## config.mk

```make
export PLATFORM = sky130hd
export DESIGN_NAME = mem_ctrl_top
export DESIGN_NICKNAME = d
export VERILOG_FILES = /design/src/common/mem_ctrl_pkg.sv /design/src/source/mem_ctrl_top.sv /design/src/writeback/ofmap_writer.sv /design/src/fetch/fetch_sequencer.sv /design/src/fetch/ifmap_addr_gen.sv /design/src/fetch/weight_addr_gen.sv
export SDC_FILE = /design/constraint.sdc
export NUM_CORES = 1
export LEC_CHECK = 0
export BUFFER_PORTS_ARGS = -buffer_cell sky130_fd_sc_hd__buf_2
export CORE_MARGIN = 8
export CORE_UTILIZATION = 50
export DETAILED_ROUTE_END_ITERATION = 8
export PLACE_DENSITY_LB_ADDON = 0.1
export REMOVE_ABC_BUFFERS = 1
export SETUP_SLACK_MARGIN = 0.3
export SYNTH_ARGS = -nofsm -noshare
export SYNTH_HDL_FRONTEND = slang
export SYNTH_SLANG_ARGS = --single-unit
```

## constraint.sdc

```tcl
create_clock -name clk -period 5.1 [get_ports clk]
set_input_delay 1.53 -clock clk [delete_from_list [all_inputs] [get_ports clk]]
set_output_delay 1.53 -clock clk [all_outputs]
set_load 0.01 [all_outputs]
```

## src/common/mem_ctrl_pkg.sv

```systemverilog
package mem_ctrl_pkg;

    // MAC array geometry
    localparam int MAC_ROW = 4;
    localparam int MAC_COL = 4;

    // Layer shape
    localparam int OFMAP_W  = 4;
    localparam int OFMAP_H  = 4;
    localparam int IFMAP_W  = 6;
    localparam int KERNEL_W = 3;
    localparam int KERNEL_H = 3;
    localparam int IN_CH    = 8;
    localparam int OUT_CH   = 8;

    localparam int OC_TILES     = OUT_CH / MAC_COL;
    localparam int IC_TILES     = IN_CH / MAC_ROW;
    localparam int KERNEL_STEPS = KERNEL_W * KERNEL_H * IC_TILES;  // Also number of bursts
    localparam int PASSES       = OC_TILES * KERNEL_STEPS;
    localparam int PIXELS       = OFMAP_W * OFMAP_H;

    // Strides chosen so each memory is densely packed
    localparam int WT_ROW_STRIDE  = OC_TILES;
    localparam int WT_STEP_STRIDE = MAC_ROW * OC_TILES;
    localparam int IF_ROW_STRIDE  = IFMAP_W;
    localparam int IF_TILE_STRIDE = IFMAP_W * IFMAP_W;
    localparam int OF_PIX_STRIDE  = OC_TILES;

    typedef logic [7:0] w_addr_t;
    typedef logic [6:0] if_addr_t;
    typedef logic [4:0] of_addr_t;

    typedef logic [4:0] step_cnt_t;
    typedef logic [3:0] pix_cnt_t;

    typedef struct packed {
        logic    rd_en;
        logic    prefetch;  // First row of a weight tile
        w_addr_t addr;
    } w_rd_t;

    typedef struct packed {
        logic     rd_en;
        logic     start;    // First read of a window
        if_addr_t addr;
    } if_rd_t;

    typedef struct packed {
        logic     wr_en;
        logic     wr_done;
        of_addr_t addr;
    } of_wr_t;

endpackage
```

## src/source/mem_ctrl_top.sv

```systemverilog
`timescale 1ns/1ps

module mem_ctrl_top (
    input  logic                 clk,
    input  logic                 rstn,
    input  logic                 i_start,
    input  logic                 i_ofmap_ready,
    output mem_ctrl_pkg::w_rd_t  o_w_rd,
    output mem_ctrl_pkg::if_rd_t o_if_rd,
    output mem_ctrl_pkg::of_wr_t o_of_wr,
    output logic                 o_mac_done
);

    mem_ctrl_pkg::w_addr_t  w_addr;
    mem_ctrl_pkg::if_addr_t if_addr;
    logic                   w_step;
    logic                   w_clear;
    logic                   w_row_last;
    logic                   if_step;
    logic                   if_window_last;
    logic                   if_layer_last;

    fetch_sequencer fetch_sequencer_i (
        .clk              (clk),
        .rstn             (rstn),
        .i_start          (i_start),
        .i_ofmap_ready    (i_ofmap_ready),
        .i_w_addr         (w_addr),
        .i_w_row_last     (w_row_last),
        .i_if_addr        (if_addr),
        .i_if_window_last (if_window_last),
        .i_if_layer_last  (if_layer_last),
        .o_w_step         (w_step),
        .o_w_clear        (w_clear),
        .o_if_step        (if_step),
        .o_mac_done       (o_mac_done),
        .o_w_rd           (o_w_rd),
        .o_if_rd          (o_if_rd)
    );

    weight_addr_gen weight_addr_gen_i (
        .clk        (clk),
        .rstn       (rstn),
        .i_step     (w_step),
        .i_clear    (w_clear),
        .o_addr     (w_addr),
        .o_row_last (w_row_last)
    );

    ifmap_addr_gen ifmap_addr_gen_i (
        .clk           (clk),
        .rstn          (rstn),
        .i_step        (if_step),
        .o_addr        (if_addr),
        .o_window_last (if_window_last),
        .o_layer_last  (if_layer_last)
    );

    // Write-back runs on its own, paced only by ofmap ready
    ofmap_writer ofmap_writer_i (
        .clk           (clk),
        .rstn          (rstn),
        .i_ofmap_ready (i_ofmap_ready),
        .o_of_wr       (o_of_wr)
    );

endmodule

```

## src/writeback/ofmap_writer.sv

```systemverilog
`timescale 1ns/1ps

module ofmap_writer (
    input  logic                 clk,
    input  logic                 rstn,
    input  logic                 i_ofmap_ready,
    output mem_ctrl_pkg::of_wr_t o_of_wr
);

    typedef enum logic {
        OF_WAIT,
        OF_WRITE
    } state_t;

    typedef logic [$clog2(mem_ctrl_pkg::OC_TILES)-1:0] oc_t;

    state_t                  state_q;
    state_t                  state_d;
    mem_ctrl_pkg::pix_cnt_t  pix_q;
    oc_t                     oc_q;
    mem_ctrl_pkg::step_cnt_t burst_q;
    mem_ctrl_pkg::of_addr_t  pix_term_q;
    mem_ctrl_pkg::of_addr_t  oc_term_q;
    logic                    pix_last;
    logic                    oc_last;
    logic                    burst_last;
    logic                    oc_en;
    logic                    burst_en;

    assign pix_last   = pix_q == mem_ctrl_pkg::pix_cnt_t'(mem_ctrl_pkg::PIXELS - 1);
    assign oc_last    = oc_q == oc_t'(mem_ctrl_pkg::OC_TILES - 1);
    assign burst_last = burst_q == mem_ctrl_pkg::step_cnt_t'(mem_ctrl_pkg::KERNEL_STEPS - 1);

    assign oc_en    = i_ofmap_ready && pix_last;
    assign burst_en = oc_en && oc_last;  // Last write of a burst

    // Ready low stalls the writer
    assign o_of_wr.wr_en   = i_ofmap_ready;
    assign o_of_wr.wr_done = burst_en && burst_last && (state_q == OF_WRITE);
    assign o_of_wr.addr    = pix_term_q + oc_term_q;

    always_comb begin
        state_d = state_q;
        case (state_q)
            OF_WAIT:  if (i_ofmap_ready) state_d = OF_WRITE;
            OF_WRITE: if (burst_en) state_d = OF_WAIT;
            default:  state_d = OF_WAIT;
        endcase
    end

    always_ff @(posedge clk) begin
        if (!rstn) begin
            state_q    <= OF_WAIT;
            pix_q      <= '0;
            oc_q       <= '0;
            burst_q    <= '0;
            pix_term_q <= '0;
            oc_term_q  <= '0;
        end else begin
            state_q <= state_d;
            if (i_ofmap_ready) begin
                pix_q      <= pix_last ? '0 : pix_q + mem_ctrl_pkg::pix_cnt_t'(1);
                pix_term_q <= pix_last ? '0 :
                    pix_term_q + mem_ctrl_pkg::of_addr_t'(mem_ctrl_pkg::OF_PIX_STRIDE);
            end
            if (oc_en) begin
                oc_q      <= oc_last ? '0 : oc_q + oc_t'(1);
                oc_term_q <= oc_last ? '0 : oc_term_q + mem_ctrl_pkg::of_addr_t'(1);
            end
            if (burst_en) begin
                burst_q <= burst_last ? '0 : burst_q + mem_ctrl_pkg::step_cnt_t'(1);
            end
        end
    end

endmodule

```

## src/fetch/fetch_sequencer.sv

```systemverilog
`timescale 1ns/1ps

module fetch_sequencer (
    input  logic                   clk,
    input  logic                   rstn,
    input  logic                   i_start,
    input  logic                   i_ofmap_ready,
    input  mem_ctrl_pkg::w_addr_t  i_w_addr,
    input  logic                   i_w_row_last,
    input  mem_ctrl_pkg::if_addr_t i_if_addr,
    input  logic                   i_if_window_last,
    input  logic                   i_if_layer_last,
    output logic                   o_w_step,
    output logic                   o_w_clear,
    output logic                   o_if_step,
    output logic                   o_mac_done,
    output mem_ctrl_pkg::w_rd_t    o_w_rd,
    output mem_ctrl_pkg::if_rd_t   o_if_rd
);

    typedef enum logic [2:0] {
        IDLE,
        W_START,
        W_WAIT,
        W_PREF,
        IF_START,
        IF_FEED
    } state_t;

    state_t state_q;
    state_t state_d;

    always_ff @(posedge clk) begin
        if (!rstn) begin
            state_q <= IDLE;
        end else begin
            state_q <= state_d;
        end
    end

    always_comb begin
        state_d          = state_q;
        o_w_step         = 1'b0;
        o_w_clear        = 1'b0;
        o_if_step        = 1'b0;
        o_mac_done       = 1'b0;
        o_w_rd           = '0;
        o_if_rd          = '0;
        o_w_rd.addr      = i_w_addr;
        o_if_rd.addr     = i_if_addr;

        case (state_q)
            IDLE: begin
                if (i_start) begin
                    o_w_clear = 1'b1;  // New layer starts from weight 0
                    state_d   = W_START;
                end
            end
            W_START: begin
                o_w_rd.rd_en    = 1'b1;
                o_w_rd.prefetch = 1'b1;
                o_w_step        = 1'b1;
                state_d         = W_PREF;
            end
            // Hold off the next tile while results drain
            W_WAIT: begin
                if (!i_ofmap_ready) begin
                    o_w_rd.rd_en    = 1'b1;
                    o_w_rd.prefetch = 1'b1;
                    o_w_step        = 1'b1;
                    state_d         = W_PREF;
                end
            end
            W_PREF: begin
                o_w_rd.rd_en = 1'b1;
                o_w_step     = 1'b1;
                if (i_w_row_last) state_d = IF_START;
            end
            IF_START: begin
                o_if_rd.rd_en = 1'b1;
                o_if_rd.start = 1'b1;
                o_if_step     = 1'b1;
                state_d       = IF_FEED;
            end
            IF_FEED: begin
                o_if_rd.rd_en = 1'b1;
                o_if_step     = 1'b1;
                if (i_if_layer_last) begin
                    o_mac_done = 1'b1;
                    state_d    = IDLE;
                end else if (i_if_window_last) begin
                    state_d = W_WAIT;
                end
            end
            default: state_d = IDLE;
        endcase
    end

endmodule

```

## src/fetch/ifmap_addr_gen.sv

```systemverilog
`timescale 1ns/1ps

module ifmap_addr_gen (
    input  logic                   clk,
    input  logic                   rstn,
    input  logic                   i_step,
    output mem_ctrl_pkg::if_addr_t o_addr,
    output logic                   o_window_last,
    output logic                   o_layer_last
);

    typedef logic [$clog2(mem_ctrl_pkg::OFMAP_W)-1:0]  x_t;
    typedef logic [$clog2(mem_ctrl_pkg::OFMAP_H)-1:0]  y_t;
    typedef logic [$clog2(mem_ctrl_pkg::OC_TILES)-1:0] oc_t;
    typedef logic [$clog2(mem_ctrl_pkg::IC_TILES)-1:0] ic_t;
    typedef logic [$clog2(mem_ctrl_pkg::KERNEL_W)-1:0] kx_t;
    typedef logic [$clog2(mem_ctrl_pkg::KERNEL_H)-1:0] ky_t;

    x_t                     x_q;
    y_t                     y_q;
    oc_t                    oc_q;
    ic_t                    ic_q;
    kx_t                    kx_q;
    ky_t                    ky_q;
    mem_ctrl_pkg::if_addr_t x_term_q;
    mem_ctrl_pkg::if_addr_t y_term_q;
    mem_ctrl_pkg::if_addr_t ic_term_q;
    mem_ctrl_pkg::if_addr_t kx_term_q;
    mem_ctrl_pkg::if_addr_t ky_term_q;
    logic                   x_last;
    logic                   y_last;
    logic                   oc_last;
    logic                   ic_last;
    logic                   kx_last;
    logic                   ky_last;
    logic                   window_last;
    logic                   y_en;
    logic                   oc_en;
    logic                   ic_en;
    logic                   kx_en;
    logic                   ky_en;

    assign x_last  = x_q == x_t'(mem_ctrl_pkg::OFMAP_W - 1);
    assign y_last  = y_q == y_t'(mem_ctrl_pkg::OFMAP_H - 1);
    assign oc_last = oc_q == oc_t'(mem_ctrl_pkg::OC_TILES - 1);
    assign ic_last = ic_q == ic_t'(mem_ctrl_pkg::IC_TILES - 1);
    assign kx_last = kx_q == kx_t'(mem_ctrl_pkg::KERNEL_W - 1);
    assign ky_last = ky_q == ky_t'(mem_ctrl_pkg::KERNEL_H - 1);

    // Innermost to outermost: x, y, oc tile, ic tile, kx, ky
    assign y_en  = i_step && x_last;
    assign oc_en = y_en && y_last;
    assign ic_en = oc_en && oc_last;
    assign kx_en = ic_en && ic_last;
    assign ky_en = kx_en && kx_last;

    assign window_last   = x_last && y_last;
    assign o_window_last = window_last;
    assign o_layer_last  = window_last && oc_last && ic_last && kx_last && ky_last;

    // Oc tile reuses the same ifmap window, so it adds no term
    assign o_addr = x_term_q + kx_term_q + y_term_q + ky_term_q + ic_term_q;

    always_ff @(posedge clk) begin
        if (!rstn) begin
            x_q       <= '0;
            y_q       <= '0;
            oc_q      <= '0;
            ic_q      <= '0;
            kx_q      <= '0;
            ky_q      <= '0;
            x_term_q  <= '0;
            y_term_q  <= '0;
            ic_term_q <= '0;
            kx_term_q <= '0;
            ky_term_q <= '0;
        end else begin
            if (i_step) begin
                x_q      <= x_last ? '0 : x_q + x_t'(1);
                x_term_q <= x_last ? '0 : x_term_q + mem_ctrl_pkg::if_addr_t'(1);
            end
            if (y_en) begin
                y_q      <= y_last ? '0 : y_q + y_t'(1);
                y_term_q <= y_last ? '0 :
                    y_term_q + mem_ctrl_pkg::if_addr_t'(mem_ctrl_pkg::IF_ROW_STRIDE);
            end
            if (oc_en) oc_q <= oc_last ? '0 : oc_q + oc_t'(1);
            if (ic_en) begin
                ic_q      <= ic_last ? '0 : ic_q + ic_t'(1);
                ic_term_q <= ic_last ? '0 :
                    ic_term_q + mem_ctrl_pkg::if_addr_t'(mem_ctrl_pkg::IF_TILE_STRIDE);
            end
            if (kx_en) begin
                kx_q      <= kx_last ? '0 : kx_q + kx_t'(1);
                kx_term_q <= kx_last ? '0 : kx_term_q + mem_ctrl_pkg::if_addr_t'(1);
            end
            if (ky_en) begin
                ky_q      <= ky_last ? '0 : ky_q + ky_t'(1);  // Wraps to 0 after the layer
                ky_term_q <= ky_last ? '0 :
                    ky_term_q + mem_ctrl_pkg::if_addr_t'(mem_ctrl_pkg::IF_ROW_STRIDE);
            end
        end
    end

endmodule

```

## src/fetch/weight_addr_gen.sv

```systemverilog
`timescale 1ns/1ps

module weight_addr_gen (
    input  logic                  clk,
    input  logic                  rstn,
    input  logic                  i_step,
    input  logic                  i_clear,
    output mem_ctrl_pkg::w_addr_t o_addr,
    output logic                  o_row_last
);

    typedef logic [$clog2(mem_ctrl_pkg::MAC_ROW)-1:0]  row_t;
    typedef logic [$clog2(mem_ctrl_pkg::OC_TILES)-1:0] oc_t;

    row_t                    row_q;
    oc_t                     oc_q;
    mem_ctrl_pkg::step_cnt_t step_q;
    mem_ctrl_pkg::w_addr_t   row_term_q;
    mem_ctrl_pkg::w_addr_t   oc_term_q;
    mem_ctrl_pkg::w_addr_t   step_term_q;
    logic                    row_last;
    logic                    oc_last;
    logic                    step_last;
    logic                    oc_en;
    logic                    step_en;

    assign row_last  = row_q == row_t'(mem_ctrl_pkg::MAC_ROW - 1);
    assign oc_last   = oc_q == oc_t'(mem_ctrl_pkg::OC_TILES - 1);
    assign step_last = step_q == mem_ctrl_pkg::step_cnt_t'(mem_ctrl_pkg::KERNEL_STEPS - 1);

    // Carry chain: row -> oc tile -> kernel step
    assign oc_en   = i_step && row_last;
    assign step_en = oc_en && oc_last;

    assign o_row_last = row_last;
    assign o_addr     = row_term_q + oc_term_q + step_term_q;

    always_ff @(posedge clk) begin
        if (!rstn || i_clear) begin
            row_q       <= '0;
            oc_q        <= '0;
            step_q      <= '0;
            row_term_q  <= '0;
            oc_term_q   <= '0;
            step_term_q <= '0;
        end else begin
            if (i_step) begin
                row_q      <= row_last ? '0 : row_q + row_t'(1);
                row_term_q <= row_last ? '0 :
                    row_term_q + mem_ctrl_pkg::w_addr_t'(mem_ctrl_pkg::WT_ROW_STRIDE);
            end
            if (oc_en) begin
                oc_q      <= oc_last ? '0 : oc_q + oc_t'(1);
                oc_term_q <= oc_last ? '0 : oc_term_q + mem_ctrl_pkg::w_addr_t'(1);
            end
            if (step_en) begin
                step_q      <= step_last ? '0 : step_q + mem_ctrl_pkg::step_cnt_t'(1);
                step_term_q <= step_last ? '0 :
                    step_term_q + mem_ctrl_pkg::w_addr_t'(mem_ctrl_pkg::WT_STEP_STRIDE);
            end
        end
    end

endmodule

```

==> impl_metrics.csv <==
group,metric,value,unit
run_status,outcome,"finished clean",
sta,fin_hold_ws,0.485,ns
setup_path,cp-end-kind,"output pin",
floorplanning,start_util,51.4,%
clock_tree,insertion_delay,0.36,ns
logic_synthesis,yosys_warnings,0,
power_and_ir_drop,finalPower,1.35,mW
logic_synthesis,syn_avg_cell_area,8.99,um2
floorplanning,ios,31,
flow_run,cap_violations,0,
floorplanning,core_area,0.0103,mm2
sta,period_minus_slack,5.06,ns
placed_design,port_buffers,30,
detailed_routing,ant_nets,0,
clock_tree,cts_tree,"built",
layout,layout-drive-gt1-share,12.6,%
layout,fillers,930,
setup_path,worst_setup_path_start_kind,"register",
power_and_ir_drop,leakagePower,2.52,nW
grt,grt.total_usage,14.3,%
logic_synthesis,synth_top_area_share,34.7,%
grt,grt_pass1_wl,17000,um
clock_tree,numCtsBuffers,9,
setup_path,r2r_slack,3.07,ns
logic_synthesis,synth-seq-cells,92,
layout,fin_nets,680,
floorplanning,rows,37,
grt,grt_overflow_total,0,
setup_path,cp_common_cell,"fa_1",
setup_path,crit_type,"register to output pin",
logic_synthesis,synthCells,590,
sta,worstMarginPinSlew,0.672,ns
detailed_routing,wl_per_cell,12.9,um
sta,skew,0.0121,ns
detailed_routing,dr.pass1.iters,4,
sta,relSlewSlack,54.8,%
setup_path,crit_required,3.57,ns
sta,fmax,198,MHz
detailed_routing,routed_wl,9810,um
clock_tree,holdBufCountCts,0,
clock_tree,cts_root_buffer,"clkbuf_8",
sta,rsz0062_at_grt,"yes",
logic_synthesis,syn-cell-area,0.00530,mm2
floorplanning,die-area,0.0142,mm2
clock_tree,htree_num_levels,3,
logic_synthesis,synth-edff-count,0,
setup_path,crit_chain,"inv_2 > fa_1 > inv_2 > fa_1 > inv_1 > fa_1 > inv_1 > ha_1 > a21o_1 > a21oi_2 > o21bai_1 > a21oi_1 > xnor2_1 > buf_2",
floorplanning,die_x,119,um
setup_path,critical_path.slowest_cell,"fa_1",
detailed_routing,first_iter_violations,197,
placed_design,dp_hpwl,7440,um
layout,area_delta_synth_final,9.49,%
sta,layout_setup_ws,0.0417,ns
hold_path,holdCritPathClass,"register to register",
setup_path,crit_fanout,2,
setup_path,max_stage_delay,0.56,ns
grt,grt_max_degree,35,
placed_design,dp_worst_setup_slack,0.121,ns
logic_synthesis,yosys-top-cells-area,"dfxtp_1 35%, ha_1 8.5%, xnor2_1 7.6%",
clock_tree,cts.clk_slew.worst_paths,0.09,ns
logic_synthesis,yosys.area.top_type,"dfxtp_1",
clock_tree,cts_sinks,92,
grt,grt_antenna_before_repair,0,
clock_tree,clk_path_buf_depth,2,
logic_synthesis,synth.distinct_cells,54,
placed_design,gp_congestion,0.809,
logic_synthesis,ys.flop_type,"dfxtp_1",
sta,slew_violations,0,
detailed_routing,drc_errors,0,
power_and_ir_drop,ir_drop,0.130,mV
setup_path,arrival,3.53,ns
detailed_routing,routed_via_density,5.05,
detailed_routing,vias,3846,
sta,setup_viol,0,
logic_synthesis,async_reset_ff_share,0,%
sta,totalNegativeSetupSlack,0,ns
sta,finalHoldViolCount,0,
sta,period_share,99.2,%
floorplanning,die_h,119,um
power_and_ir_drop,power_density,232,mW/mm2
grt,grt_pass1_vias,3719,
layout,antenna_cells,0,
logic_synthesis,ys_seq_area_share,34.7,%
synth_stat cells, types with 3 or more instances:
cell type / count
nor2b_1: 16
nand2b_1: 4
inv_1: 51
a21boi_0: 6
clkbuf_1: 6
or3_1: 4
nor4_1: 3
dfxtp_1: 92
a21o_1: 4
o21ai_0: 10
nor2_1: 75
buf_2: 5
ha_1: 36
xor2_1: 31
o21bai_1: 4
nand3b_1: 3
nand3_1: 12
buf_4: 7
nand2_1: 45
fa_1: 20
and3_1: 4
and4_1: 3
nand4_1: 13
nor3_1: 15
and2_1: 6
a21oi_1: 30
xnor2_1: 46
mux2i_1: 8
registers in the layout (all words and copies together), names as in the netlist, 6 cells and up:
| signal | cells |
|---|---|
| ifmap_addr_gen_i.y_term_q | 6 |
| weight_addr_gen_i.row_term_q | 7 |
| weight_addr_gen_i.oc_term_q | 8 |
| ifmap_addr_gen_i.x_term_q | 7 |
| ifmap_addr_gen_i.kx_term_q | 7 |
| ifmap_addr_gen_i.ky_term_q | 6 |
critical path, delay by kind of cell, from the launching register on:
family	cells	cell delay, ns
buf+inv	5	0.33
fa+ha+maj	4	1.81
xor+xnor	1	0.13
compound gates	4	0.57
flops	1	0.34
final cells by class:
class | count | area [um2] | area share [%]
clock buffers | 9 | 124 | 2.13
clock inverters | 7 | 91.3 | 1.57
inverters | 52 | 195 | 3.36
multi-input cells | 427 | 3160 | 54.5
flip-flops and latches | 92 | 1850 | 31.8
well taps | 136 | 170 | 2.93
repair buffers | 38 | 214 | 3.69
cells in the final DEF, fill, tap and decap left out, types with 8 or more instances in the layout:
master,n
ha_1,36
nor3_1,15
xor2_1,31
mux2i_1,8
nand4_1,13
buf_2,30
a21oi_1,28
nor2_1,75
fa_1,19
clkbuf_8,9
nor2b_1,16
dfxtp_1,88
nand3_1,12
nand2_1,45
o21ai_0,10
xnor2_1,45
inv_1,47
stage by stage:
| stage | util, % | cells | instance area, um2 |
|---|---|---|---|
| after floorplan | - | 571 | 5180 |
| after global placement | 53.4 | 739 | 5520 |
| after detailed placement | 53.4 | 739 | 5520 |
| after CTS | 56.1 | 760 | 5790 |
| after global routing | 56.2 | 761 | 5800 |
| final | 56.2 | 761 | 5800 |
path summary, 6_finish.rpt:
kind	start	end	depth (start not counted)
hold reg to reg	ifmap_addr_gen_i.y_q[1]$_SDFFE_PN0P_	ifmap_addr_gen_i.y_q[1]$_SDFFE_PN0P_	2
setup / recovery	ifmap_addr_gen_i.ic_term_q[2]$_SDFFE_PN0P_	o_if_rd[6]	14
setup reg to reg	fetch_sequencer_i.state_q[2]$_SDFFE_PN0P_	ifmap_addr_gen_i.ky_term_q[3]$_SDFFE_PN0P_	4
hold / removal	ifmap_addr_gen_i.y_q[1]$_SDFFE_PN0P_	ifmap_addr_gen_i.y_q[1]$_SDFFE_PN0P_	2
where the power goes:
group | switching, mW | internal [mW]
Sequential | 0.0124 | 0.726
Clock | 0.259 | 0.274
Combinational | 0.0450 | 0.0315
timing repair:
| item | in CTS | in global routing |
|---|---|---|
| endpoints found under the setup margin | 4 | 4 |
| pin swaps | 13 | 1 |
| setup buffers | 5 | 1 |
| hold endpoints to repair | 0 | 0 |
| resized for setup | 11 | 2 |
routing by layer:
layer	global-route usage, %	wire (um)	share of wire, %	vias up
met1	17.1	4620	47	1820
li1	-	-	-	1987
met5	0	0	0	-
met4	5.61	119	1.2	0
met2	24.9	4850	49	29
met3	2.74	224	2.3	10
logic make-up after synthesis:
logic type               after synthesis  synth area share (%)
AND/OR/NAND/NOR                      214                  20.3
flip-flops                            92                  34.7
XOR/XNOR                              77                  12.7
buffers and inverters                 72                  5.99
AO/OA/AOI/OAI                         69                  8.57
adder cells (fa/ha/maj)               56                  16.0
multiplexers                           8                  1.51
other                                  2                 0.142
No activity file was read; power rests on OpenSTA's default activity.
